## src/include/graph_defines.svh

```systemverilog
`ifndef GRAPH_DEFINES_SVH
`define GRAPH_DEFINES_SVH

// node IDs and table capacity
`define GRAPH_NODE_BITS 6
`define GRAPH_MAX_NODES 64

// compressed-row edge storage
`define GRAPH_EDGE_BITS 8
`define GRAPH_MAX_EDGES 256
`define GRAPH_DEGREE_BITS 5

`define GRAPH_STACK_DEPTH 32
`define GRAPH_COUNT_BITS 64
`define GRAPH_ROM_ADDR_BITS 12

`endif

```

## src/source/graph_pkg.sv

```systemverilog
package graph_pkg;

    // three ASCII letters with the first one in the top byte
    typedef logic [23:0] node_name_t;

    typedef enum logic [2:0] {
        PARSE_CLEAR_WAIT,
        PARSE_FETCH,
        PARSE_LOOKUP,
        PARSE_DECIDE,
        PARSE_FINISHED
    } parse_state_t;

    typedef enum logic [2:0] {
        COUNT_IDLE,
        COUNT_START_NODE,
        COUNT_FETCH_HEAD,
        COUNT_HEAD_READY,
        COUNT_ITERATE,
        COUNT_FETCH_EDGE,
        COUNT_PROCESS_EDGE
    } count_state_t;

    typedef enum logic [2:0] {
        SEQ_IDLE,
        SEQ_LOOKUP_SRC,
        SEQ_LOOKUP_DST,
        SEQ_COUNT,
        SEQ_RESPOND
    } seq_state_t;

endpackage

```

## src/source/graph_if.sv

```systemverilog
`timescale 1ns/1ps
`include "graph_defines.svh"

// name to node ID lookup
// the client holds name and req_valid until id_valid pulses
interface name_if;
    graph_pkg::node_name_t name;
    logic req_valid;
    logic [`GRAPH_NODE_BITS-1:0] id;
    logic id_valid;

    modport client (output name, output req_valid, input id, input id_valid);
    modport server (input name, input req_valid, output id, output id_valid);
endinterface


```

## src/source/netlist_parser.sv

```systemverilog
`timescale 1ns/1ps
`include "graph_defines.svh"

module netlist_parser (
    input logic clk,
    input logic rst,
    output logic [`GRAPH_ROM_ADDR_BITS-1:0] rom_addr,
    input logic [7:0] rom_data,
    input logic rom_valid,
    input logic store_ready,
    name_if.client names,
    output logic edge_valid,
    output logic [`GRAPH_NODE_BITS-1:0] edge_src,
    output logic [`GRAPH_NODE_BITS-1:0] edge_dst,
    output logic graph_built
);

    graph_pkg::parse_state_t state;
    graph_pkg::node_name_t name_buf;
    logic [1:0] buf_count;
    logic has_src;
    logic [`GRAPH_NODE_BITS-1:0] cur_src;
    logic is_letter;

    assign is_letter = (rom_data >= "a") && (rom_data <= "z");
    assign names.name = name_buf;

    always_ff @(posedge clk) begin
        if (rst) begin
            state <= graph_pkg::PARSE_CLEAR_WAIT;
            rom_addr <= '0;
            buf_count <= '0;
            has_src <= 1'b0;
            names.req_valid <= 1'b0;
            edge_valid <= 1'b0;
            graph_built <= 1'b0;
        end else begin
            edge_valid <= 1'b0;
            case (state)
                graph_pkg::PARSE_CLEAR_WAIT: begin
                    if (store_ready) begin
                        state <= graph_pkg::PARSE_FETCH;
                    end
                end
                graph_pkg::PARSE_FETCH: begin
                    if (!rom_valid || rom_data == 8'h00) begin
                        graph_built <= 1'b1;
                        state <= graph_pkg::PARSE_FINISHED;
                    end else begin
                        rom_addr <= rom_addr + 1'b1;
                        if (is_letter) begin
                            name_buf <= {name_buf[15:0], rom_data};
                            buf_count <= buf_count + 1'b1;
                            if (buf_count == 2'd2) begin
                                buf_count <= '0;
                                state <= graph_pkg::PARSE_LOOKUP;
                            end
                        end else if (rom_data == "\n") begin
                            has_src <= 1'b0;
                        end
                    end
                end
                graph_pkg::PARSE_LOOKUP: begin
                    names.req_valid <= 1'b1;
                    state <= graph_pkg::PARSE_DECIDE;
                end
                graph_pkg::PARSE_DECIDE: begin
                    if (names.id_valid) begin
                        names.req_valid <= 1'b0;
                        // first name of a line is the source
                        if (!has_src) begin
                            cur_src <= names.id;
                            has_src <= 1'b1;
                        end else begin
                            edge_src <= cur_src;
                            edge_dst <= names.id;
                            edge_valid <= 1'b1;
                        end
                        state <= graph_pkg::PARSE_FETCH;
                    end
                end
                default: begin
                end
            endcase
        end
    end

endmodule

```

## src/flat_wrapper.sv

```systemverilog
// flat-port wrapper written by rule: the top's interface ports become plain ports
module netlist_parser_flat 
  (clk, rst, rom_addr, rom_data, rom_valid, store_ready, edge_valid, edge_src, edge_dst, graph_built, names_name, names_req_valid, names_id, names_id_valid);
  name_if names_i ();
  input logic clk;
  input logic rst;
  output logic [`GRAPH_ROM_ADDR_BITS-1:0] rom_addr;
  input logic [7:0] rom_data;
  input logic rom_valid;
  input logic store_ready;
  output logic edge_valid;
  output logic [`GRAPH_NODE_BITS-1:0] edge_src;
  output logic [`GRAPH_NODE_BITS-1:0] edge_dst;
  output logic graph_built;
  output wire logic [$bits(names_i.name)-1:0] names_name;
  output wire logic [$bits(names_i.req_valid)-1:0] names_req_valid;
  input wire logic [$bits(names_i.id)-1:0] names_id;
  input wire logic [$bits(names_i.id_valid)-1:0] names_id_valid;
  assign names_name = names_i.name;
  assign names_req_valid = names_i.req_valid;
  assign names_i.id = names_id;
  assign names_i.id_valid = names_id_valid;
  netlist_parser u_core (.clk(clk), .rst(rst), .rom_addr(rom_addr), .rom_data(rom_data), .rom_valid(rom_valid), .store_ready(store_ready), .names(names_i), .edge_valid(edge_valid), .edge_src(edge_src), .edge_dst(edge_dst), .graph_built(graph_built));
endmodule
```

## config.mk

```make
export PLATFORM = sky130hd
export DESIGN_NAME = netlist_parser_flat
export DESIGN_NICKNAME = d
export VERILOG_FILES = /design/src/source/graph_pkg.sv /design/src/source/graph_if.sv /design/src/source/netlist_parser.sv /design/src/flat_wrapper.sv
export VERILOG_INCLUDE_DIRS = /design/src /design/src/include
export SDC_FILE = /design/constraint.sdc
export NUM_CORES = 1
export LEC_CHECK = 0
export BUFFER_PORTS_ARGS = -buffer_cell sky130_fd_sc_hd__buf_4
export CAP_MARGIN = 20
export CORE_ASPECT_RATIO = 0.9
export CORE_MARGIN = 8
export CORE_UTILIZATION = 50
export DETAILED_ROUTE_END_ITERATION = 8
export HOLD_SLACK_MARGIN = 0.15
export PLACE_DENSITY = 0.78
export SKIP_CTS_REPAIR_TIMING = 1
export SYNTH_ARGS = -nofsm -noshare
export SYNTH_HDL_FRONTEND = slang
export SYNTH_SLANG_ARGS = --single-unit
```

## constraint.sdc

```tcl
create_clock -name clk -period 6.45 [get_ports clk]
set_input_delay 0.645 -clock clk [delete_from_list [all_inputs] [get_ports clk]]
set_output_delay 0.645 -clock clk [all_outputs]
set_load 0.1 [all_outputs]
```

Yosys cells after proc, flatten, opt, wreduce, memory -nomap -nowiden
Cells that the tools add are included.
Storage, ports and cells
  latch bits: 0
  memories kept: 0
  bits in registers: 63
  bits in writable memories: 0
  input port bits: 19
  memory bits (read-only): 0
Operators by class
  order comparisons: 2
  bitwise operators: 5
  div/mod/pow operators: 0
  reductions and logical operators: 18
  multiply operators: 0
  multiplexer cells: 15
  $add $sub $neg: 2
  equality and inequality tests: 12
  shifts and indexed selects: 0
Operator list (count)
  $mux W3: 5
  $add A12 B1 Y12 const B: 1
  $pmux W3 S4: 1
  $reduce_and A4 Y1: 3
  $reduce_and A5 Y1: 2
  $eq A8 B4 Y1 const B: 1
  $ge A8 B7 Y1 const B: 1
  $le A8 B7 Y1 const B: 1
  $logic_not A8 Y1: 1
  $ne A2 B2 Y1 const B: 4
  $eq A3 B2 Y1 const B: 2
  $mux W1: 6
  $ne A3 B1 Y1 const B: 2
  $reduce_and A2 Y1: 3
  $not A1 Y1: 5
  $pmux W1 S2: 2
  $reduce_bool A2 Y1: 2
  $reduce_bool A4 Y1: 1
  $eq A3 B1 Y1 const B: 1
  $logic_not A3 Y1: 1
  $reduce_and A3 Y1: 1
  $reduce_or A3 Y1: 1
  $add A2 B1 Y2 const B: 1
  $eq A2 B2 Y1 const B: 1
  other kinds (5): 5

Logic depth before layout (Yosys ltp)
  depth after elaboration: 5
  gate-level depth with buffers: 5

Least setup slack after synthesis
OpenSTA, ideal clock, no wires.
  path type: input port to flip-flop
  start: in rom_valid
  end: reg u_core.name_buf[0] (netlist: u_core.names.name[0]) (enable)
  library setup time: 0.435 ns
  data arrival time: 2.816 ns
  path buffers: 0
  stages on the path: 3
  data required time: 6.015 ns
  path slack: 3.199 ns
  cell sequence: and4bb_2 o21ai_4 nor3_1
Between the ends
  word-level cells in the longest chain between the ends: 4
Ends and longest elaborated chain
  start: declaration: line flat_wrapper.sv:9  | input logic rom_valid;
  $logic_not A1 Y1: line netlist_parser.sv:46  | if (!rom_valid || rom_data == 8'h00) begin
  $logic_or A1 B1 Y1: line netlist_parser.sv:46
  $not A1 Y1 (no line)
  $reduce_and A4 Y1 (no line)
  end signal: assignment: line netlist_parser.sv:52  | name_buf <= {name_buf[15:0], rom_data};
  end: declaration: line netlist_parser.sv:19  | graph_pkg::node_name_t name_buf;
Every way passes these cells.
A chain may end at the register's enable or synchronous reset.

Final worst setup path
  start: in rom_data[1]
  end: reg u_core.name_buf[9] (netlist: u_core.names.name[9]) (enable)
Between the ends
  word-level cells in the longest chain between the ends: 4
Ends and longest elaborated chain
  start: declaration: line flat_wrapper.sv:8  | input logic [7:0] rom_data;
  parallel branches: the longest is 3 deep, another holds $ge A8 B7 Y1
  $reduce_and A4 Y1 (no line) *
Every way passes the cells marked *.

==> impl_metrics.csv <==
group,metric,value,unit
run_status,outcome,"completed",
power,ir_worst_vdd,162,uV
critical_path,critPathMaxStageDelay,0.76,ns
hold_path,min_to,"u_core.edge_src[2]",
clocking,htree_levels,3,
critical_path,critPathBufInv,2,
finish,drive_gt1_share,39.5,%
power,p_leak,1.17,nW
critical_path,endpoint_kind,"register",
finish,regArea,1680,um^2
sta,max_slew_margin,39.9,%
job,max_cap_viol_count,0,
clocking,clk_path_buf_depth,2,
logic_synthesis,synth_edf_count,42,
sta,period_share,33.9,%
global_routing,grt_pass1_wl,7.52,mm
logic_synthesis,yosys-top-cells-area,"edfxtp_1 53%, dfxtp_1 18%, a21oi_1 2.7%",
hold_path,whs_path_depth,0,
sta,worst_slew_pin_slew,0.898,ns
route,remaining_drc_errors,0,
sta,skew,0.00434,ns
critical_path,crit_top_cell,"buf_4",
critical_path,cp_data_arrival_time,2.24,ns
logic_synthesis,synth_warnings,0,
global_routing,grt_overflow,0,
critical_path,reg2reg_depth,2,
clocking,path_clk_slew,0.06,ns
finish,fill_cells,361,
critical_path,crit_chain,"buf_4 > or4_1 > o221ai_1 > nor3_2 > buf_4",
route,wl_per_cell,15.2,um
finish,diodes,0,
placed_design,place_hpwl,3.48,mm
sta,hold_violations,0,
critical_path,path_delay_family,"simple AND/OR/NAND/NOR gates",
route,vias,1574,
critical_path,crit_required,6.50,ns
floorplan,start_util,50.8,%
placed_design,pre_cts_slack,3.95,ns
critical_path,ff2ff_setup_slack,4.55,ns
logic_synthesis,synthArstFlopShare,0,%
logic_synthesis,syn_avg_cell_area,14.2,um^2
floorplan,io_pins,70,
sta,timing.final.ws_setup,4.26,ns
floorplan,die_x,88.9,um
critical_path,setup.worst_path.start,"rom_data[1]",
placed_design,io_buffer_count,69,
global_routing,grt_pass1_vias,1527,
floorplan,die_y,81.6,um
logic_synthesis,synth-seq-cells,63,
power,finalPower,0.855,mW
logic_synthesis,syn_nets,188,
sta,slew_viol_final,0,
sta,max_freq,0.457,GHz
power,p_per_area,271,nW/um^2
sta,fin_setup_tns,0,ns
route,drtIter0Drc,73,
clocking,cts_made_buffers,9,
sta,min_period,2.19,ns
clocking,cts_tree,"built",
sta,rsz0062_at_grt,"no",
route,drt-pass1-iter-count,4,
finish,area_growth,32.0,%
critical_path,r2r_start,"u_core.state[0]",
floorplan,die-area,7260,um^2
logic_synthesis,synth_largest_area_cell,"edfxtp_1",
logic_synthesis,synth_ff_type,"edfxtp_1",
critical_path,crit_path_max_fanout,24,
logic_synthesis,yosysMostFrequentCell,"edfxtp_1",
sta,setup_viol,0,
logic_synthesis,synth_top_cell_area_share,52.7,%
route,drt-total-wl,4.76,mm
route,vias_per_cell,5.03,
floorplan,fp-row-count,24,
clocking,cts_root_buffer,"clkbuf_8",
logic_synthesis,synth_area,2390,um^2
logic_synthesis,yosysUniqueCellTypes,42,
hold_path,min_path_type,"reg2reg",
global_routing,grt_max_degree,31,
logic_synthesis,synth_common_cells,"42 x edfxtp_1, 21 x dfxtp_1, 13 x a21oi_1, 10 x nor2_1, 9 x o21ai_0",
critical_path,r2r-end,"u_core.edge_src[1]",
hold_path,hold_start,"u_core.cur_src[2]",
route,ant_nets,0,
clocking,cts.sinks,63,
placed_design,gp_congestion,0.827,
clocking,clock_latency,0.32,ns
critical_path,crit_type,"in2reg",
global_routing,antenna_found_initial,0,
logic_synthesis,ys_seq_area_share,70.3,%
sta,whs,0.423,ns
floorplan,core,4710,um^2
critical_path,cp-start-kind,"input pin",
finish,final_net_count,263,
logic_synthesis,synthCells,168,
global_routing,track_usage,13.5,%
finish,multiInputGateArea,664,um^2
critical_path,cp_slowest_cell,"or4_1",
[cell type report]
type	count	area share [%]
timing repair buffer	70	16.6
clock buffer	10	4.04
clock inverter	6	1.94
sequential	63	53.2
tap	65	2.57
inverter	5	0.594
multi-input combinational	94	21.0
[where the power goes]
group          internal [mW]  leakage (nW)  switching, mW  total, mW
sequential             0.436         0.547        0.00950      0.445
combinational         0.0309         0.527         0.0588     0.0897
clock                  0.177        0.0960          0.143      0.320
[metrics by stage]
| step | cell area (um^2) | utilization [%] | cells |
|---|---|---|---|
| 3_3_place_gp | 2970 | 63.0 | 297 |
| 2_1_floorplan | 2390 | - | 168 |
| 5_1_grt | 3160 | 67.0 | 313 |
| 4_1_cts | 3160 | 67.0 | 313 |
| 3_5_place_dp | 2970 | 63.0 | 297 |
| 6_report | 3160 | 67.0 | 313 |
[state kept, by name (all words and copies together) (netlist names)]
register / flops
u_core.names.req_valid: 1
u_core.state: 3
u_core.edge_valid: 1
u_core.buf_count: 2
u_core.edge_src: 6
u_core.graph_built: 1
u_core.cur_src: 6
u_core.rom_addr: 12
u_core.has_src: 1
u_core.names.name: 24
u_core.edge_dst: 6
[logic make-up (layout without fill, tap and decap cells)]
family                   count (synthesis)  after routing  share of synthesized area [%]
buffers and inverters                   11             91                           2.40
adder cells (fa/ha/maj)                  1              1                          0.523
multiplexers                             4              4                           2.20
XOR/XNOR                                 3              3                           1.10
AND/OR/NAND/NOR                         55             55                           13.5
flip-flops                              63             63                           70.3
AO/OA/AOI/OAI                           31             31                           9.98
[worst max-delay path by stage]
stage | endpoint | slack, ns | cells past startpoint
finish | u_core.names.name[9] | 4.26 | 5
CTS | u_core.state[0] | 4.28 | 5
detailed placement | u_core.state[0] | 3.95 | 5
floorplan | u_core.names.name[0] | 3.20 | 3
global route | u_core.names.name[11] | 4.18 | 5
global placement | u_core.state[0] | 4.00 | 5
[cell usage in the layout, fill, tap and decap left out, types with 2 or more instances in the layout]
master / instances
a21oi_1: 13
clkinv_2: 3
nor4_1: 2
o21ai_0: 9
buf_4: 70
inv_1: 5
nor3_2: 2
dfxtp_1: 21
or3_1: 3
nor2b_1: 4
xnor2_1: 2
or4_1: 5
edfxtp_1: 42
nand3_1: 5
mux2_4: 2
and3b_1: 2
nand2_1: 8
nand4_1: 2
nor3_1: 3
nor2_1: 10
clkbuf_8: 9
[layer usage]
metal	track usage [%]	share of wire, %	vias to the layer above
li1	-	-	789
met5	0	0	-
met4	3.48	0.59	0
met1	17.5	44	726
met2	20.1	45	55
met3	6.00	10	4
(Power assumes the default switching activity.)
