**src/include/graph_defines.svh**
```systemverilog
`ifndef GRAPH_DEFINES_SVH
`define GRAPH_DEFINES_SVH

// node IDs and table capacity
`define GRAPH_NODE_BITS 6
`define GRAPH_MAX_NODES 64

// compressed-row edge storage
`define GRAPH_EDGE_BITS 8
`define GRAPH_MAX_EDGES 256
`define GRAPH_DEGREE_BITS 5

`define GRAPH_STACK_DEPTH 32
`define GRAPH_COUNT_BITS 64
`define GRAPH_ROM_ADDR_BITS 12

`endif

```
**src/source/graph_pkg.sv**
```systemverilog
package graph_pkg;

    // three ASCII letters with the first one in the top byte
    typedef logic [23:0] node_name_t;

    typedef enum logic [2:0] {
        PARSE_CLEAR_WAIT,
        PARSE_FETCH,
        PARSE_LOOKUP,
        PARSE_DECIDE,
        PARSE_FINISHED
    } parse_state_t;

    typedef enum logic [2:0] {
        COUNT_IDLE,
        COUNT_START_NODE,
        COUNT_FETCH_HEAD,
        COUNT_HEAD_READY,
        COUNT_ITERATE,
        COUNT_FETCH_EDGE,
        COUNT_PROCESS_EDGE
    } count_state_t;

    typedef enum logic [2:0] {
        SEQ_IDLE,
        SEQ_LOOKUP_SRC,
        SEQ_LOOKUP_DST,
        SEQ_COUNT,
        SEQ_RESPOND
    } seq_state_t;

endpackage

```
**src/source/graph_if.sv**
```systemverilog
`timescale 1ns/1ps
`include "graph_defines.svh"

// name to node ID lookup
// the client holds name and req_valid until id_valid pulses
interface name_if;
    graph_pkg::node_name_t name;
    logic req_valid;
    logic [`GRAPH_NODE_BITS-1:0] id;
    logic id_valid;

    modport client (output name, output req_valid, input id, input id_valid);
    modport server (input name, input req_valid, output id, output id_valid);
endinterface


```
**src/source/query_sequencer.sv**
```systemverilog
`timescale 1ns/1ps
`include "graph_defines.svh"

module query_sequencer (
    input logic clk,
    input logic rst,
    input logic graph_built,
    input logic query_valid,
    output logic query_ready,
    input graph_pkg::node_name_t query_src,
    input graph_pkg::node_name_t query_dst,
    name_if.client names,
    output logic count_start,
    output logic [`GRAPH_NODE_BITS-1:0] count_src,
    output logic [`GRAPH_NODE_BITS-1:0] count_dst,
    input logic count_done,
    input logic [`GRAPH_COUNT_BITS-1:0] count,
    output logic result_valid,
    input logic result_ready,
    output logic [`GRAPH_COUNT_BITS-1:0] result_count
);

    graph_pkg::seq_state_t state;
    graph_pkg::node_name_t src_name;
    graph_pkg::node_name_t dst_name;

    // one query in flight
    assign query_ready = graph_built && (state == graph_pkg::SEQ_IDLE);
    assign names.name = (state == graph_pkg::SEQ_LOOKUP_DST) ? dst_name : src_name;

    always_ff @(posedge clk) begin
        if (rst) begin
            state <= graph_pkg::SEQ_IDLE;
            names.req_valid <= 1'b0;
            count_start <= 1'b0;
            result_valid <= 1'b0;
        end else begin
            count_start <= 1'b0;
            case (state)
                graph_pkg::SEQ_IDLE: begin
                    if (query_valid && query_ready) begin
                        src_name <= query_src;
                        dst_name <= query_dst;
                        names.req_valid <= 1'b1;
                        state <= graph_pkg::SEQ_LOOKUP_SRC;
                    end
                end
                graph_pkg::SEQ_LOOKUP_SRC: begin
                    // request stays up and the name switches to the destination
                    if (names.id_valid) begin
                        count_src <= names.id;
                        state <= graph_pkg::SEQ_LOOKUP_DST;
                    end
                end
                graph_pkg::SEQ_LOOKUP_DST: begin
                    if (names.id_valid) begin
                        count_dst <= names.id;
                        names.req_valid <= 1'b0;
                        count_start <= 1'b1;
                        state <= graph_pkg::SEQ_COUNT;
                    end
                end
                graph_pkg::SEQ_COUNT: begin
                    if (count_done) begin
                        result_count <= count;
                        result_valid <= 1'b1;
                        state <= graph_pkg::SEQ_RESPOND;
                    end
                end
                graph_pkg::SEQ_RESPOND: begin
                    if (result_ready) begin
                        result_valid <= 1'b0;
                        state <= graph_pkg::SEQ_IDLE;
                    end
                end
                default: begin
                    state <= graph_pkg::SEQ_IDLE;
                end
            endcase
        end
    end

endmodule

```
**src/flat_wrapper.sv**
```systemverilog
// flat-port wrapper written by rule: the top's interface ports become plain ports
module query_sequencer_flat 
  (clk, rst, graph_built, query_valid, query_ready, query_src, query_dst, count_start, count_src, count_dst, count_done, count, result_valid, result_ready, result_count, names_name, names_req_valid, names_id, names_id_valid);
  name_if names_i ();
  input logic clk;
  input logic rst;
  input logic graph_built;
  input logic query_valid;
  output logic query_ready;
  input graph_pkg::node_name_t query_src;
  input graph_pkg::node_name_t query_dst;
  output logic count_start;
  output logic [`GRAPH_NODE_BITS-1:0] count_src;
  output logic [`GRAPH_NODE_BITS-1:0] count_dst;
  input logic count_done;
  input logic [`GRAPH_COUNT_BITS-1:0] count;
  output logic result_valid;
  input logic result_ready;
  output logic [`GRAPH_COUNT_BITS-1:0] result_count;
  output wire logic [$bits(names_i.name)-1:0] names_name;
  output wire logic [$bits(names_i.req_valid)-1:0] names_req_valid;
  input wire logic [$bits(names_i.id)-1:0] names_id;
  input wire logic [$bits(names_i.id_valid)-1:0] names_id_valid;
  assign names_name = names_i.name;
  assign names_req_valid = names_i.req_valid;
  assign names_i.id = names_id;
  assign names_i.id_valid = names_id_valid;
  query_sequencer u_core (.clk(clk), .rst(rst), .graph_built(graph_built), .query_valid(query_valid), .query_ready(query_ready), .query_src(query_src), .query_dst(query_dst), .names(names_i), .count_start(count_start), .count_src(count_src), .count_dst(count_dst), .count_done(count_done), .count(count), .result_valid(result_valid), .result_ready(result_ready), .result_count(result_count));
endmodule
```
**config.mk**
```make
export PLATFORM = sky130hd
export DESIGN_NAME = query_sequencer_flat
export DESIGN_NICKNAME = d
export VERILOG_FILES = /design/src/source/graph_pkg.sv /design/src/source/graph_if.sv /design/src/source/query_sequencer.sv /design/src/flat_wrapper.sv
export VERILOG_INCLUDE_DIRS = /design/src /design/src/include
export SDC_FILE = /design/constraint.sdc
export NUM_CORES = 1
export LEC_CHECK = 0
export BUFFER_PORTS_ARGS = -buffer_cell sky130_fd_sc_hd__buf_2
export CORE_ASPECT_RATIO = 0.7
export CORE_MARGIN = 2
export CORE_UTILIZATION = 40
export DETAILED_ROUTE_END_ITERATION = 10
export GPL_TIMING_DRIVEN = 0
export PLACE_DENSITY = 0.83
export SYNTH_ARGS = -nofsm -noshare
export SYNTH_HDL_FRONTEND = slang
export SYNTH_SLANG_ARGS = --single-unit
```
**constraint.sdc**
```tcl
create_clock -name clk -period 7.3 [get_ports clk]
set_clock_uncertainty 0.2 [all_clocks]
set_input_delay 1.825 -clock clk [delete_from_list [all_inputs] [get_ports clk]]
set_output_delay 1.825 -clock clk [all_outputs]
set_load 0.05 [all_outputs]
```
### Word level (Yosys, flattened, before mapping)

Index checks and enable logic that the tools add are counted.

| operators by class | value |
|---|---|
| shifts and indexed selects | 0 |
| $mul | 0 |
| add/subtract/negate cells | 0 |
| bitwise gates (word level) | 2 |
| order comparisons | 0 |
| divide/modulo/power cells | 0 |
| multiplexer cells | 14 |
| reductions and logical operators | 13 |
| equality and inequality tests | 9 |

Operator list:

| cell | number |
|---|---|
| $mux 24 | 1 |
| $reduce_and 3->1 | 6 |
| $mux 3 | 5 |
| $pmux 3 s5 | 1 |
| $ne 2x2->1 const B | 5 |
| $eq 3x2->1 const B | 2 |
| $mux 1 | 5 |
| $reduce_and 5->1 | 1 |
| $pmux 1 s2 | 2 |
| $reduce_bool 2->1 | 2 |
| $eq 3x1->1 const B | 1 |
| $eq 3x3->1 const B | 1 |
| $logic_not 3->1 | 1 |
| $logic_and 1x1->1 | 2 |
| $not 1->1 | 2 |
| $reduce_or 2->1 | 1 |

| storage, ports and cells | value |
|---|---|
| word-level logic and storage cells | 47 |
| memory bits (writable) | 0 |
| register bits after elaboration | 130 |
| memories | 0 |
| bits in read-only memories | 0 |
| output and inout bits | 104 |
| input bits | 125 |
| bits in latches | 0 |

### Logic depth before layout (Yosys ltp)

| logic depth | value |
|---|---|
| depth in word-level cells | 5 |
| depth in mapped cells | 5 |
| gate-level depth less buffers | 3 |

### Worst setup path before layout

Ideal clock, no wire load.

| timing path | value |
|---|---|
| path kind | in2reg |
| from | in graph_built |
| to | reg u_core.dst_name[0] (enable) |
| setup time | 454 ps |
| data arrival time | 5788 ps |
| stages on the path | 3 |
| slack | 858 ps |
| path buffers | 0 |
| data required time | 6646 ps |
| path through | nor4b_1 > nand2_1 > nor2_1 |

| between the ends | value |
|---|---|
| cells in the longest elaborated chain, start to end | 3 |

RTL lines:

| what | RTL line | RTL |
|---|---|---|
| from (decl) | flat_wrapper.sv:7 | `input logic graph_built;` |
| $logic_and 1x1->1 | query_sequencer.sv:28 | `assign query_ready = graph_built && (state == graph_pkg::SEQ_IDLE);` |
| $logic_and 1x1->1 | query_sequencer.sv:41 | `if (query_valid && query_ready) begin` |
| $reduce_and 3->1 (no source line) | n/a |  |
| to (signal assigned) | query_sequencer.sv:43 | `dst_name <= query_dst;` |
| to (decl) | query_sequencer.sv:25 | `graph_pkg::node_name_t dst_name;` |

No other way between the ends.
A chain may end at the register's enable or synchronous reset.

### Worst setup path in the final report

| timing path | value |
|---|---|
| from | in graph_built |
| to | out query_ready |

| between the ends | value |
|---|---|
| cells in the longest elaborated chain, start to end | 1 |

RTL lines:

| what | RTL line | RTL |
|---|---|---|
| $logic_and 1x1->1 | query_sequencer.sv:28 |  |
| to (decl) | flat_wrapper.sv:9 | `output logic query_ready;` |

No other way between the ends.

==> results.json <==
{
  "grt_pass1_vias": 2762,
  "synthArstFlopShare": 0,
  "ctsLongestPathBuffers": 2,
  "drive_above_1_share": 0.636,
  "areaGrowthSynthToFinish_pct": 46.9,
  "layoutNonFillerInstCount": 599,
  "clk_latency_ps": 390,
  "buffer_ports.inserted": 228,
  "max_stage_delay_ps": 340,
  "first_pass_iters": 4,
  "finalCoreUtilization": 0.614,
  "rrSetupSlack_ps": 5010,
  "fin_crit_sh": 0.633,
  "row_count": 31,
  "clock_sinks": 130,
  "fmax_mhz": 216,
  "cp.required_ps": 5280,
  "initial_antenna_violation_count": 0,
  "syn-mean-instance-area_um2": 23.1,
  "cp_slowest_cell": "nor4b_1",
  "cts.repair_timing.setup_buffer_count": 0,
  "num_antenna_cells": 0,
  "r2r_end": "u_core.dst_name[20]$_DFFE_PP_",
  "post_cts.resized_instances": 0,
  "ys_top_cells_by_area": "edfxtp_1, mux2_2, dfxtp_1",
  "detailroute.via_count": 2699,
  "post_cts_hold_buffer_count": 0,
  "setup-violations-final": 0,
  "drt_drc_violations_left": 0,
  "syn_area_um2": 4390,
  "seqCellArea_um2": 3840,
  "post-place-ws_ps": 2700,
  "synth_cell_type_count": 28,
  "crit_chain": "buf_2, nor4b_1, buf_2",
  "min_delay_path_depth": 2,
  "timing.critical_path.fanout_max": 2,
  "yosys_most_used_dff": "edfxtp_1",
  "synth_most_common_cell": "edfxtp_1",
  "power_mw": 1.86,
  "crit_path_top_cell_by_count": "buf_2",
  "grt_pass1_wl_um": 14000,
  "finalMaxSlewViolations": 0,
  "timing.hold.worst.start": "u_core.result_valid$_SDFFE_PP0P_",
  "outcome": "completed",
  "finalWorstPathRequiredPeriod_ps": 4620,
  "grtUsageTotal": 0.159,
  "number_of_buffers_inserted_during_clock_tree_synthesis": 17,
  "crit_type": "primary input to output pin",
  "pin_count_of_the_biggest_net_entering_global_routing": 35,
  "htree_num_levels": 4,
  "multi_input_logic_area_um2": 504,
  "design.die.area_um2": 11900,
  "wl_um": 9490,
  "cellLeakagePower_nw": 2.62,
  "die_h_um": 91.7,
  "max_cap_violations": 0,
  "rsz_0062_raised_after_global_routing": "false",
  "synth_common_cells": "edfxtp_1, mux2_2, mux2_1",
  "synth_sequential_area_ratio": 0.875,
  "start_util": 0.418,
  "timing.reg2reg.worst_path_depth": 5,
  "clock_tree_from_tritoncts": "done",
  "buffer_cell_driving_the_clock_tree_root": "clkbuf_16",
  "hold_path_class": "flop to flop",
  "synth_nets": 315,
  "tightest_slew_ps": 819,
  "startpoint_of_the_worst_slack_reg_to_reg_timing_path": "u_core.state[2]$_SDFFE_PP0P_",
  "synth_top_area_frac": 0.847,
  "detailedPlacementHpwl_um": 7010,
  "yosys_register_bits": 130,
  "power.density_cell_area_nw_per_um2": 288,
  "avgRoutedWirePerCell_um": 15.8,
  "yosysWarnings": 0,
  "core_area_um2": 10500,
  "timing.setup.tns_ps": 0,
  "filler_cell_count": 785,
  "synth_cells": 190,
  "worstPathArrival_ps": 2600,
  "initial_drt_markers": 116,
  "synth.largest_area_cell": "edfxtp_1",
  "slew_headroom": 0.450,
  "vdd_ir_drop_max_uv": 174,
  "cts.reportedPaths.clkPinSlew_ps": 50,
  "synth_edf_count": 124,
  "global_route.overflow_total": 0,
  "finalHoldViolCount": 0,
  "setup_slack_ps": 2680,
  "die_w_um": 129,
  "avgViaCountPerCell": 4.51,
  "gp_congestion": 0.746,
  "place.detailed.instances": 569,
  "num-nets-final": 565,
  "hold-path-endpoint": "u_core.result_valid$_SDFFE_PP0P_",
  "top_level_ports": 229,
  "critPathLaunchType": "primary input",
  "cp-end-kind": "output pin",
  "drt.antenna.violating_nets": 0
}
-- sequential cells by signal (all words and copies together), names as in the netlist --
signal and flops:
u_core.count_dst 6, u_core.count_src 6, u_core.count_start 1, u_core.dst_name 24, u_core.names.req_valid 1, u_core.result_count 64, u_core.result_valid 1, u_core.src_name 24
u_core.state 3
-- layer usage --
layer | GRT usage | up-vias | share of wire | routed length, um
met5 | 0 | - | 0 | 0
met4 | 0.0788 | 0 | 0.022 | 213
li1 | - | 1258 | - | -
met3 | 0.0502 | 18 | 0.069 | 657
met2 | 0.254 | 122 | 0.49 | 4690
met1 | 0.195 | 1301 | 0.41 | 3920
-- logic make-up (layout without fill, tap and decap cells) --
kind of cell | count (synthesis) | in the layout | share of synthesized area
compound gates | 7 | 7 | 0.0117
flops | 130 | 130 | 0.875
simple gates | 20 | 20 | 0.0333
buf+inv | 7 | 268 | 0.0140
mux | 26 | 26 | 0.0663
-- worst max-delay path by stage --
stage,start,to,depth (start not counted)
6_report,graph_built,query_ready,3
5_1_grt,graph_built,query_ready,3
4_1_cts,graph_built,query_ready,3
3_5_place_dp,graph_built,query_ready,3
3_3_place_gp,rst,u_core.result_count[26]$_DFFE_PP_,3
2_1_floorplan,graph_built,u_core.dst_name[0]$_DFFE_PP_,3
-- power breakdown --
group / total, mW / switching [mW] / internal [mW]
Combinational: 0.104 / 0.0620 / 0.0421
Sequential: 0.833 / 0.00278 / 0.830
Clock: 0.921 / 0.287 / 0.633
-- placed cells by master, fill, tap and decap left out, drive strengths merged --
cell type / count
clkinv: 5
nand4b: 1
nor2b: 1
nor4b: 1
nor3: 2
nand2b: 1
a311oi: 1
nand2: 2
mux2i: 1
and3b: 3
nor3b: 1
a21oi: 4
or2b: 1
clkbuf: 19
buf: 237
edfxtp: 124
a21bo: 1
mux2: 25
or4: 1
o211ai: 1
nor2: 3
bufinv: 6
dfxtp: 6
or4b: 2
nand3b: 1
clkinvlp: 1
-- critical path: cells and delay by family --
family                 cells  cell delay, ps
and+or+nand+nor            1             340
buffers and inverters      2             420
-- layout make-up --
| class | count | area share |
|---|---|---|
| flip-flops and latches | 130 | 0.596 |
| multi-input cells | 53 | 0.0781 |
| clock inverters | 12 | 0.0332 |
| well taps | 148 | 0.0287 |
| repair buffers | 231 | 0.188 |
| plain buffers | 7 | 0.00950 |
| clock buffers | 18 | 0.0665 |
-- metrics by stage --
step / cell area (um^2) / hold slack, ps
6_report: 6450 / 308
3_3_place_gp: 5720 / 295
3_5_place_dp: 5810 / 307
2_1_floorplan: 4390 / 351
4_1_cts: 6450 / 314
5_1_grt: 6450 / 359
Power figures use the tool's default switching activity.
