$ cat src/include/graph_defines.svh
`ifndef GRAPH_DEFINES_SVH
`define GRAPH_DEFINES_SVH

// node IDs and table capacity
`define GRAPH_NODE_BITS 6
`define GRAPH_MAX_NODES 64

// compressed-row edge storage
`define GRAPH_EDGE_BITS 8
`define GRAPH_MAX_EDGES 256
`define GRAPH_DEGREE_BITS 5

`define GRAPH_STACK_DEPTH 32
`define GRAPH_COUNT_BITS 64
`define GRAPH_ROM_ADDR_BITS 12

`endif

$ cat src/source/graph_if.sv
`timescale 1ns/1ps
`include "graph_defines.svh"


// adjacency reads, data registered one cycle after the address
interface adj_if;
    logic [`GRAPH_NODE_BITS-1:0] node_addr;
    logic [`GRAPH_EDGE_BITS-1:0] head_start;
    logic [`GRAPH_DEGREE_BITS-1:0] head_count;
    logic [`GRAPH_EDGE_BITS-1:0] edge_addr;
    logic [`GRAPH_NODE_BITS-1:0] edge_to;

    modport reader (
        output node_addr, edge_addr,
        input head_start, head_count, edge_to
    );
    modport store (
        input node_addr, edge_addr,
        output head_start, head_count, edge_to
    );
endinterface

$ cat src/source/adjacency_store.sv
`timescale 1ns/1ps
`include "graph_defines.svh"

module adjacency_store (
    input logic clk,
    input logic rst,
    input logic edge_valid,
    input logic [`GRAPH_NODE_BITS-1:0] edge_src,
    input logic [`GRAPH_NODE_BITS-1:0] edge_dst,
    output logic store_ready,
    adj_if.store rd
);

    logic [`GRAPH_EDGE_BITS-1:0] heads [0:`GRAPH_MAX_NODES-1];
    logic [`GRAPH_DEGREE_BITS-1:0] counts [0:`GRAPH_MAX_NODES-1];
    logic [`GRAPH_NODE_BITS-1:0] edges [0:`GRAPH_MAX_EDGES-1];
    logic [`GRAPH_EDGE_BITS:0] edge_count;
    logic [`GRAPH_NODE_BITS-1:0] clear_idx;

    // registered read ports
    always_ff @(posedge clk) begin
        rd.head_start <= heads[rd.node_addr];
        rd.head_count <= counts[rd.node_addr];
        rd.edge_to <= edges[rd.edge_addr];
    end

    always_ff @(posedge clk) begin
        if (rst) begin
            edge_count <= '0;
            clear_idx <= '0;
            store_ready <= 1'b0;
        end else if (!store_ready) begin
            // one node cleared per cycle
            heads[clear_idx] <= '0;
            counts[clear_idx] <= '0;
            clear_idx <= clear_idx + 1'b1;
            if (clear_idx == `GRAPH_MAX_NODES - 1) begin
                store_ready <= 1'b1;
            end
        end else if (edge_valid) begin
            // edges of one source arrive back to back
            if (counts[edge_src] == '0) begin
                heads[edge_src] <= edge_count[`GRAPH_EDGE_BITS-1:0];
            end
            edges[edge_count[`GRAPH_EDGE_BITS-1:0]] <= edge_dst;
            counts[edge_src] <= counts[edge_src] + 1'b1;
            edge_count <= edge_count + 1'b1;
        end
    end

    edge_write_fits: assert property (
        @(posedge clk) disable iff (rst)
        edge_valid |-> store_ready && edge_count < `GRAPH_MAX_EDGES && counts[edge_src] != '1
    );

endmodule

$ cat src/flat_wrapper.sv
// flat-port wrapper written by rule: the top's interface ports become plain ports
module adjacency_store_flat 
  (clk, rst, edge_valid, edge_src, edge_dst, store_ready, rd_node_addr, rd_edge_addr, rd_head_start, rd_head_count, rd_edge_to);
  adj_if rd_i ();
  input logic clk;
  input logic rst;
  input logic edge_valid;
  input logic [`GRAPH_NODE_BITS-1:0] edge_src;
  input logic [`GRAPH_NODE_BITS-1:0] edge_dst;
  output logic store_ready;
  input wire logic [$bits(rd_i.node_addr)-1:0] rd_node_addr;
  input wire logic [$bits(rd_i.edge_addr)-1:0] rd_edge_addr;
  output wire logic [$bits(rd_i.head_start)-1:0] rd_head_start;
  output wire logic [$bits(rd_i.head_count)-1:0] rd_head_count;
  output wire logic [$bits(rd_i.edge_to)-1:0] rd_edge_to;
  assign rd_i.node_addr = rd_node_addr;
  assign rd_i.edge_addr = rd_edge_addr;
  assign rd_head_start = rd_i.head_start;
  assign rd_head_count = rd_i.head_count;
  assign rd_edge_to = rd_i.edge_to;
  adjacency_store u_core (.clk(clk), .rst(rst), .edge_valid(edge_valid), .edge_src(edge_src), .edge_dst(edge_dst), .store_ready(store_ready), .rd(rd_i));
endmodule
$ cat config.mk
export PLATFORM = sky130hd
export DESIGN_NAME = adjacency_store_flat
export DESIGN_NICKNAME = d
export VERILOG_FILES = /design/src/source/graph_if.sv /design/src/source/adjacency_store.sv /design/src/flat_wrapper.sv
export VERILOG_INCLUDE_DIRS = /design/src /design/src/include
export SDC_FILE = /design/constraint.sdc
export NUM_CORES = 2
export LEC_CHECK = 0
export BUFFER_PORTS_ARGS = -buffer_cell sky130_fd_sc_hd__buf_2
export CORE_MARGIN = 2
export CORE_UTILIZATION = 57
export DETAILED_ROUTE_END_ITERATION = 12
export PLACE_DENSITY_LB_ADDON = 0.12
export SETUP_SLACK_MARGIN = 0.4
export SLEW_MARGIN = 20
export SYNTH_ARGS = -nofsm -noshare
export SYNTH_HDL_FRONTEND = slang
export SYNTH_SLANG_ARGS = --single-unit
$ cat constraint.sdc
create_clock -name clk -period 5.92 [get_ports clk]
set_input_delay 0.296 -clock clk [delete_from_list [all_inputs] [get_ports clk]]
set_output_delay 0.296 -clock clk [all_outputs]
set_load 0.1 [all_outputs]
======== Word-level counts from Yosys, hierarchy flattened ========
Memory sizes are Yosys's and may differ from the RTL's. A register that Yosys moved wholly into a read port is not among the register bits.
Cells that the tools add are included.
cells by class
  add/sub/neg operators ................... 3
  equal/unequal tests ..................... 1
  multiplexer cells ....................... 20
  reductions and logical operators ........ 4
operators with widths
  cell                 number
  $mux 1               16
  $mux 6               2
  $add 9x1->9 const B  1
  $mux 8               1
  $reduce_or 8->1      1
  $add 6x1->6 const B  1
  $eq 6x6->1 const B   1
  $add 5x1->5 const B  1
  $logic_not 5->1      1
  $mux 5               1
  $reduce_or 5->1      1
  $reduce_and 2->1     1
word-level totals
  output and inout port bits .............. 20
  memories ................................ 3
  bits of input ports ..................... 29
  word-level logic and storage cells ...... 34
  register bits ........................... 16
  memory bits (writable) .................. 2368
memory list
  memory         words  width  read ports  clocked after memory_dff  write ports  line                   RTL
  u_core.edges   256    6      1           1                         1            adjacency_store.sv:16  logic [`GRAPH_NODE_BITS-1:0] edges [0:`GRAPH_MAX_EDGES-1];
  u_core.heads   64     8      1           1                         1            adjacency_store.sv:14  logic [`GRAPH_EDGE_BITS-1:0] heads [0:`GRAPH_MAX_NODES-1];
  u_core.counts  64     5      2           1                         1            adjacency_store.sv:15  logic [`GRAPH_DEGREE_BITS-1:0] counts [0:`GRAPH_MAX_NODES-1];

======== Depth between registers and ports, before layout ========
An unclocked memory read counts as a cell.
  depth in word-level cells ............... 9
  depth in mapped cells ................... 17
  gate-level depth less buffers ........... 10

======== Worst setup path after synthesis ========
OpenSTA, ideal clock, no wires.
  path kind ............................... reg-to-reg
  start ................................... reg u_core.store_ready
  end ..................................... mem u_core.counts[0][3] (netlist bit) (data pin)
  required time ........................... 5.200 ns
  data arrival time ....................... 4.851 ns
  stages on the path, launching flop included .. 7
  path buffers ............................ 2
  setup time .............................. 0.720 ns
  period minus slack after synthesis ...... 5.571 ns
  setup slack ............................. 0.349 ns
  cells stage by stage .................... dfxtp_1 > clkbuf_1 > nand2_1 > nor2_1 > clkbuf_1 > nand2_1 > o31ai_1
between the ends
  longest elaborated chain between the ends .. 5
RTL lines
  element                           line                   RTL
  start, declared                   adjacency_store.sv:10  output logic store_ready,
  start signal, assigned            adjacency_store.sv:31  store_ready <= 1'b0;
  start signal, assigned            adjacency_store.sv:38  store_ready <= 1'b1;
  $mux 1                            adjacency_store.sv:32  end else if (!store_ready) begin
  $mux 1                            adjacency_store.sv:28  if (rst) begin
  $mux 1 (not written as such)      adjacency_store.sv:46  counts[edge_src] <= counts[edge_src] + 1'b1;
  $reduce_or 5->1 (no source line)  --
  $mux 5 (no source line)           --
  end, declared                     adjacency_store.sv:15
No other way between the ends.

==> metrics.md <==
| Metric | Value |
|---|---|
| Syn Inst Count | 4384 |
| Worst Setup SP | u_core.counts[23][0] |
| Leakage | 0.0340 µW |
| Startpoint-to-endpoint class of the critical path | flip-flop to flip-flop |
| Height of the chip | 414 µm |
| Hold Vio Cnt, Final | 0 |
| Share of cells above drive strength 1 | 28.6% |
| Starting utilization of the core area | 57.4% |
| Final Non-Filler Cells | 6908 |
| Placed instance count | 6474 |
| Filler cell count in the final layout | 11100 |
| Highest attainable clock frequency | 0.219 GHz |
| Final period utilization | 77.3% |
| Final setup violation count | 0 |
| Int Pwr | 27300 µW |
| CTS Root Buffer Type | sky130_fd_sc_hd__clkbuf_16 |
| All-layer global routing usage | 26.1% |
| Leading area contributor after synthesis | sky130_fd_sc_hd__edfxtp_1 |
| Critical Path Fanout Max | 33 |
| Crit path buf inv count | 2 |
| TNS Setup | 0 ns |
| Relative area change from synthesis to final layout | 11.2% |
| Via-per-instance ratio | 6.62 |
| CTS clk-pin slew, worst paths | 0.06 ns |
| Ranking of synthesized cells by area | sky130_fd_sc_hd__edfxtp_1, sky130_fd_sc_hd__mux4_2, sky130_fd_sc_hd__nor2_1 |
| Synthesized cell area | 0.0960 mm² |
| Top-level port count | 49 |
| RSZ-0062 raised after global routing | no |
| Routed length per instance | 32.2 µm |
| Reg2reg setup slack | 1.35 ns |
| Critical path capture point | u_core.heads[17][0] |
| Antenna-violating nets left | 0 |
| Most common cell in the netlist | sky130_fd_sc_hd__edfxtp_1 |
| Critical path launch point type | flip-flop |
| Final worst path period need | 4.57 ns |
| Initial antenna violation count | 8 |
| Post-detailed-route DRC marker count | 0 |
| Final-report max-slew violation count | 0 |
| Relative max-transition margin | 23.2% |
| Maximum clock insertion buffer count | 3 |
| Core box area | 0.167 mm² |
| DRT Wirelength | 222000 µm |
| Worst reg2reg path depth | 10 |
| Total number of yosys warnings | 0 |
| Final core occ | 63.9% |
| Clock network latency to the later pin of the worst-skew pair | 0.88 ns |
| Comb power frac | 4.7% |
| Max VDD drop | 0.342 mV |
| Reg2reg end | u_core.heads[17][0] |
| Post-route total power | 34600 µW |
| Total congestion overflow after global routing | 0 |
| Outcome | finished, final reports clean |
| Flop and latch count out of synthesis | 2402 |
| Router iterations before antenna repair | 6 |
| Number of enable-type register cells in the synthesized netlist | 2368 |
| Critical path's top delay family | simple AND/OR/NAND/NOR gates |
| Quantity of gates resized following cts | 0 |
| Clk pwr share | 41.4% |
| Worst Skew | 0.0517 ns |
| Clock sink total | 2402 |
| Number of I/O port buffers | 48 |
| Largest net degree at the start of global routing | 176 |
| Horizontal extent of the die | 414 µm |
| Least-Margin Pin Slew | 1.15 ns |
| Fraction of power spent switching nets | 21.0% |
| Diode count | 0 |
| Number of H-tree levels | 4 |
| Floorplan die area | 0.172 mm² |
| Power share of the sequential group | 53.9% |
| Req. time, crit path | 6.40 ns |
| Starting DRT DRC Count | 5351 |
| CP arrival | 5.05 ns |
| Rows | 150 |
| Yosys cell types | 51 |
| Worst hold path type | input pin to flip-flop |
| Predominant post-synthesis flop cell | sky130_fd_sc_hd__edfxtp_1 |
| Cell breakdown of the critical path | mux4_2, a22oi_1, a21oi_1, or4_1, inv_1, ha_1, nand2_1, or2_2, buf_12, o22ai_1 |
| DR vias | 45700 |
| Count of maximum capacitance violations | 0 |
| Reg-to-Reg Start | u_core.counts[23][0] |
| Switching power summed over all nets | 7270 µW |
| Portion of the post-synthesis area used by sequential elements | 74.8% |
| Vias in the first global route | 46200 |
| Net count of the mapped netlist | 4420 |
| Weighted congestion reported at the end of routability-driven placement | 0.829 |
| Capturing element type of the critical path | flip-flop |
| First-pass GRT wire length | 325000 µm |
| Largest stage delay on the critical path | 0.70 ns |
| TritonCTS clock tree | built |
| Cell depth of the worst setup path | 10 |
| Yosys top cell area share | 74.0% |
| Detailed Place HPWL | 133000 µm |
| Proportion of synthesized flip-flops having asynchronous set or reset | 0% |
| Power Density | 324 mW/mm² |
| Final layout net count | 4544 |
| CTS Buf Count | 228 |
| Mapped Avg Cell Area | 21.9 µm² |
| Slowest library cell on the worst path | sky130_fd_sc_hd__or2_2 |
| Synth cell count leaders | sky130_fd_sc_hd__edfxtp_1, sky130_fd_sc_hd__mux4_2, sky130_fd_sc_hd__nor2_1 |
sequential cells by signal, indices dropped and copies added, names as in the netlist:
register              flops
u_core.clear_idx          6
u_core.edges           1536
u_core.heads            512
u_core.counts           320
u_core.rd.head_count      5
u_core.edge_count         8
u_core.store_ready        1
u_core.rd.head_start      8
u_core.rd.edge_to         6
cells by family after synthesis:
kind of cell	synth area share, %
flops	74.8
mux	19.7
fa+ha+maj	0.0912
compound gates	1.37
simple gates	2.71
buf+inv	1.25
xor+xnor	0.109
cell type report:
type / instances / area, µm² / area share [%]
clock inverter: 130 / 1330 / 1.24
inverter: 15 / 56.3 / 0.0527
tap: 2204 / 2760 / 2.58
clock buffer: 296 / 6010 / 5.63
timing repair buffer: 176 / 1630 / 1.52
multi-input combinational: 1685 / 23200 / 21.7
sequential: 2402 / 71800 / 67.2
placed cells by master, fill, tap and decap left out, types with 4 or more instances in the layout:
cell type and n:
sky130_fd_sc_hd__a21oi_1 26, sky130_fd_sc_hd__a22o_1 12, sky130_fd_sc_hd__a22oi_1 71, sky130_fd_sc_hd__and2_1 9, sky130_fd_sc_hd__buf_12 23, sky130_fd_sc_hd__buf_2 33
sky130_fd_sc_hd__buf_4 99, sky130_fd_sc_hd__buf_8 4, sky130_fd_sc_hd__bufinv_16 20, sky130_fd_sc_hd__clkbuf_1 63, sky130_fd_sc_hd__clkbuf_16 228, sky130_fd_sc_hd__clkbuf_8 11
sky130_fd_sc_hd__clkinv_1 61, sky130_fd_sc_hd__clkinv_16 5, sky130_fd_sc_hd__clkinv_2 29, sky130_fd_sc_hd__clkinvlp_4 5, sky130_fd_sc_hd__dfxtp_1 34, sky130_fd_sc_hd__dlygate4sd3_1 8
sky130_fd_sc_hd__edfxtp_1 2368, sky130_fd_sc_hd__ha_1 7, sky130_fd_sc_hd__inv_1 14, sky130_fd_sc_hd__inv_16 5, sky130_fd_sc_hd__mux2i_1 23, sky130_fd_sc_hd__mux4_2 829
sky130_fd_sc_hd__nand2_1 107, sky130_fd_sc_hd__nand2b_1 5, sky130_fd_sc_hd__nand3_1 50, sky130_fd_sc_hd__nand3_2 11, sky130_fd_sc_hd__nand4_1 5, sky130_fd_sc_hd__nor2_1 368
sky130_fd_sc_hd__nor2_4 13, sky130_fd_sc_hd__nor2b_1 13, sky130_fd_sc_hd__nor3_1 8, sky130_fd_sc_hd__o21ai_0 9, sky130_fd_sc_hd__o22ai_1 63, sky130_fd_sc_hd__or2_2 4
sky130_fd_sc_hd__xnor2_1 10
stage by stage:
| stage | hold slack, ns | area (µm²) | setup WS (ns) |
|---|---|---|---|
| 2_1_floorplan | 0.395 | 96000 | 0.867 |
| 3_3_place_gp | 0.504 | 99400 | 0.862 |
| 3_5_place_dp | 0.514 | 99400 | 0.854 |
| 4_1_cts | 0.00965 | 107000 | 1.34 |
| 5_1_grt | 0.0396 | 107000 | 1.24 |
| 6_report | 0.0311 | 107000 | 1.35 |
worst min-delay path by stage:
stage	slack (ns)	from	cells after the start	endpoint
6_report	0.03	edge_dst[5]	1	u_core.edges[58][5]
5_1_grt	0.04	edge_dst[5]	1	u_core.edges[58][5]
4_1_cts	0.01	edge_dst[5]	1	u_core.edges[58][5]
3_5_place_dp	0.51	u_core.edge_count[1]	2	u_core.edge_count[1]
3_3_place_gp	0.50	u_core.edge_count[1]	2	u_core.edge_count[1]
2_1_floorplan	0.39	edge_dst[0]	0	u_core.edges[0][0]
timing repair:
item | CTS | global route
hold buffers | 8 | 0
buffers inserted | 0 | 0
hold endpoints to repair | 33 | 0
power groups by stage:
stage	clock (µW)	sequential, µW	combinational, µW
final	14300	18600	1630
after global routing	15200	18600	1710
after CTS	14500	18600	1650
after detailed placement	0	19000	1640
after global placement	0	19000	1630
after floorplan	0	19100	909
per-layer routing:
layer	vias up	wire length, µm	track usage [%]
li1	18800	-	-
met2	1935	111000	42.3
met1	24600	88900	37.6
met4	10	6010	7.56
met5	-	66	0
met3	364	16200	4.11
No activity file was read; power rests on OpenSTA's default activity.
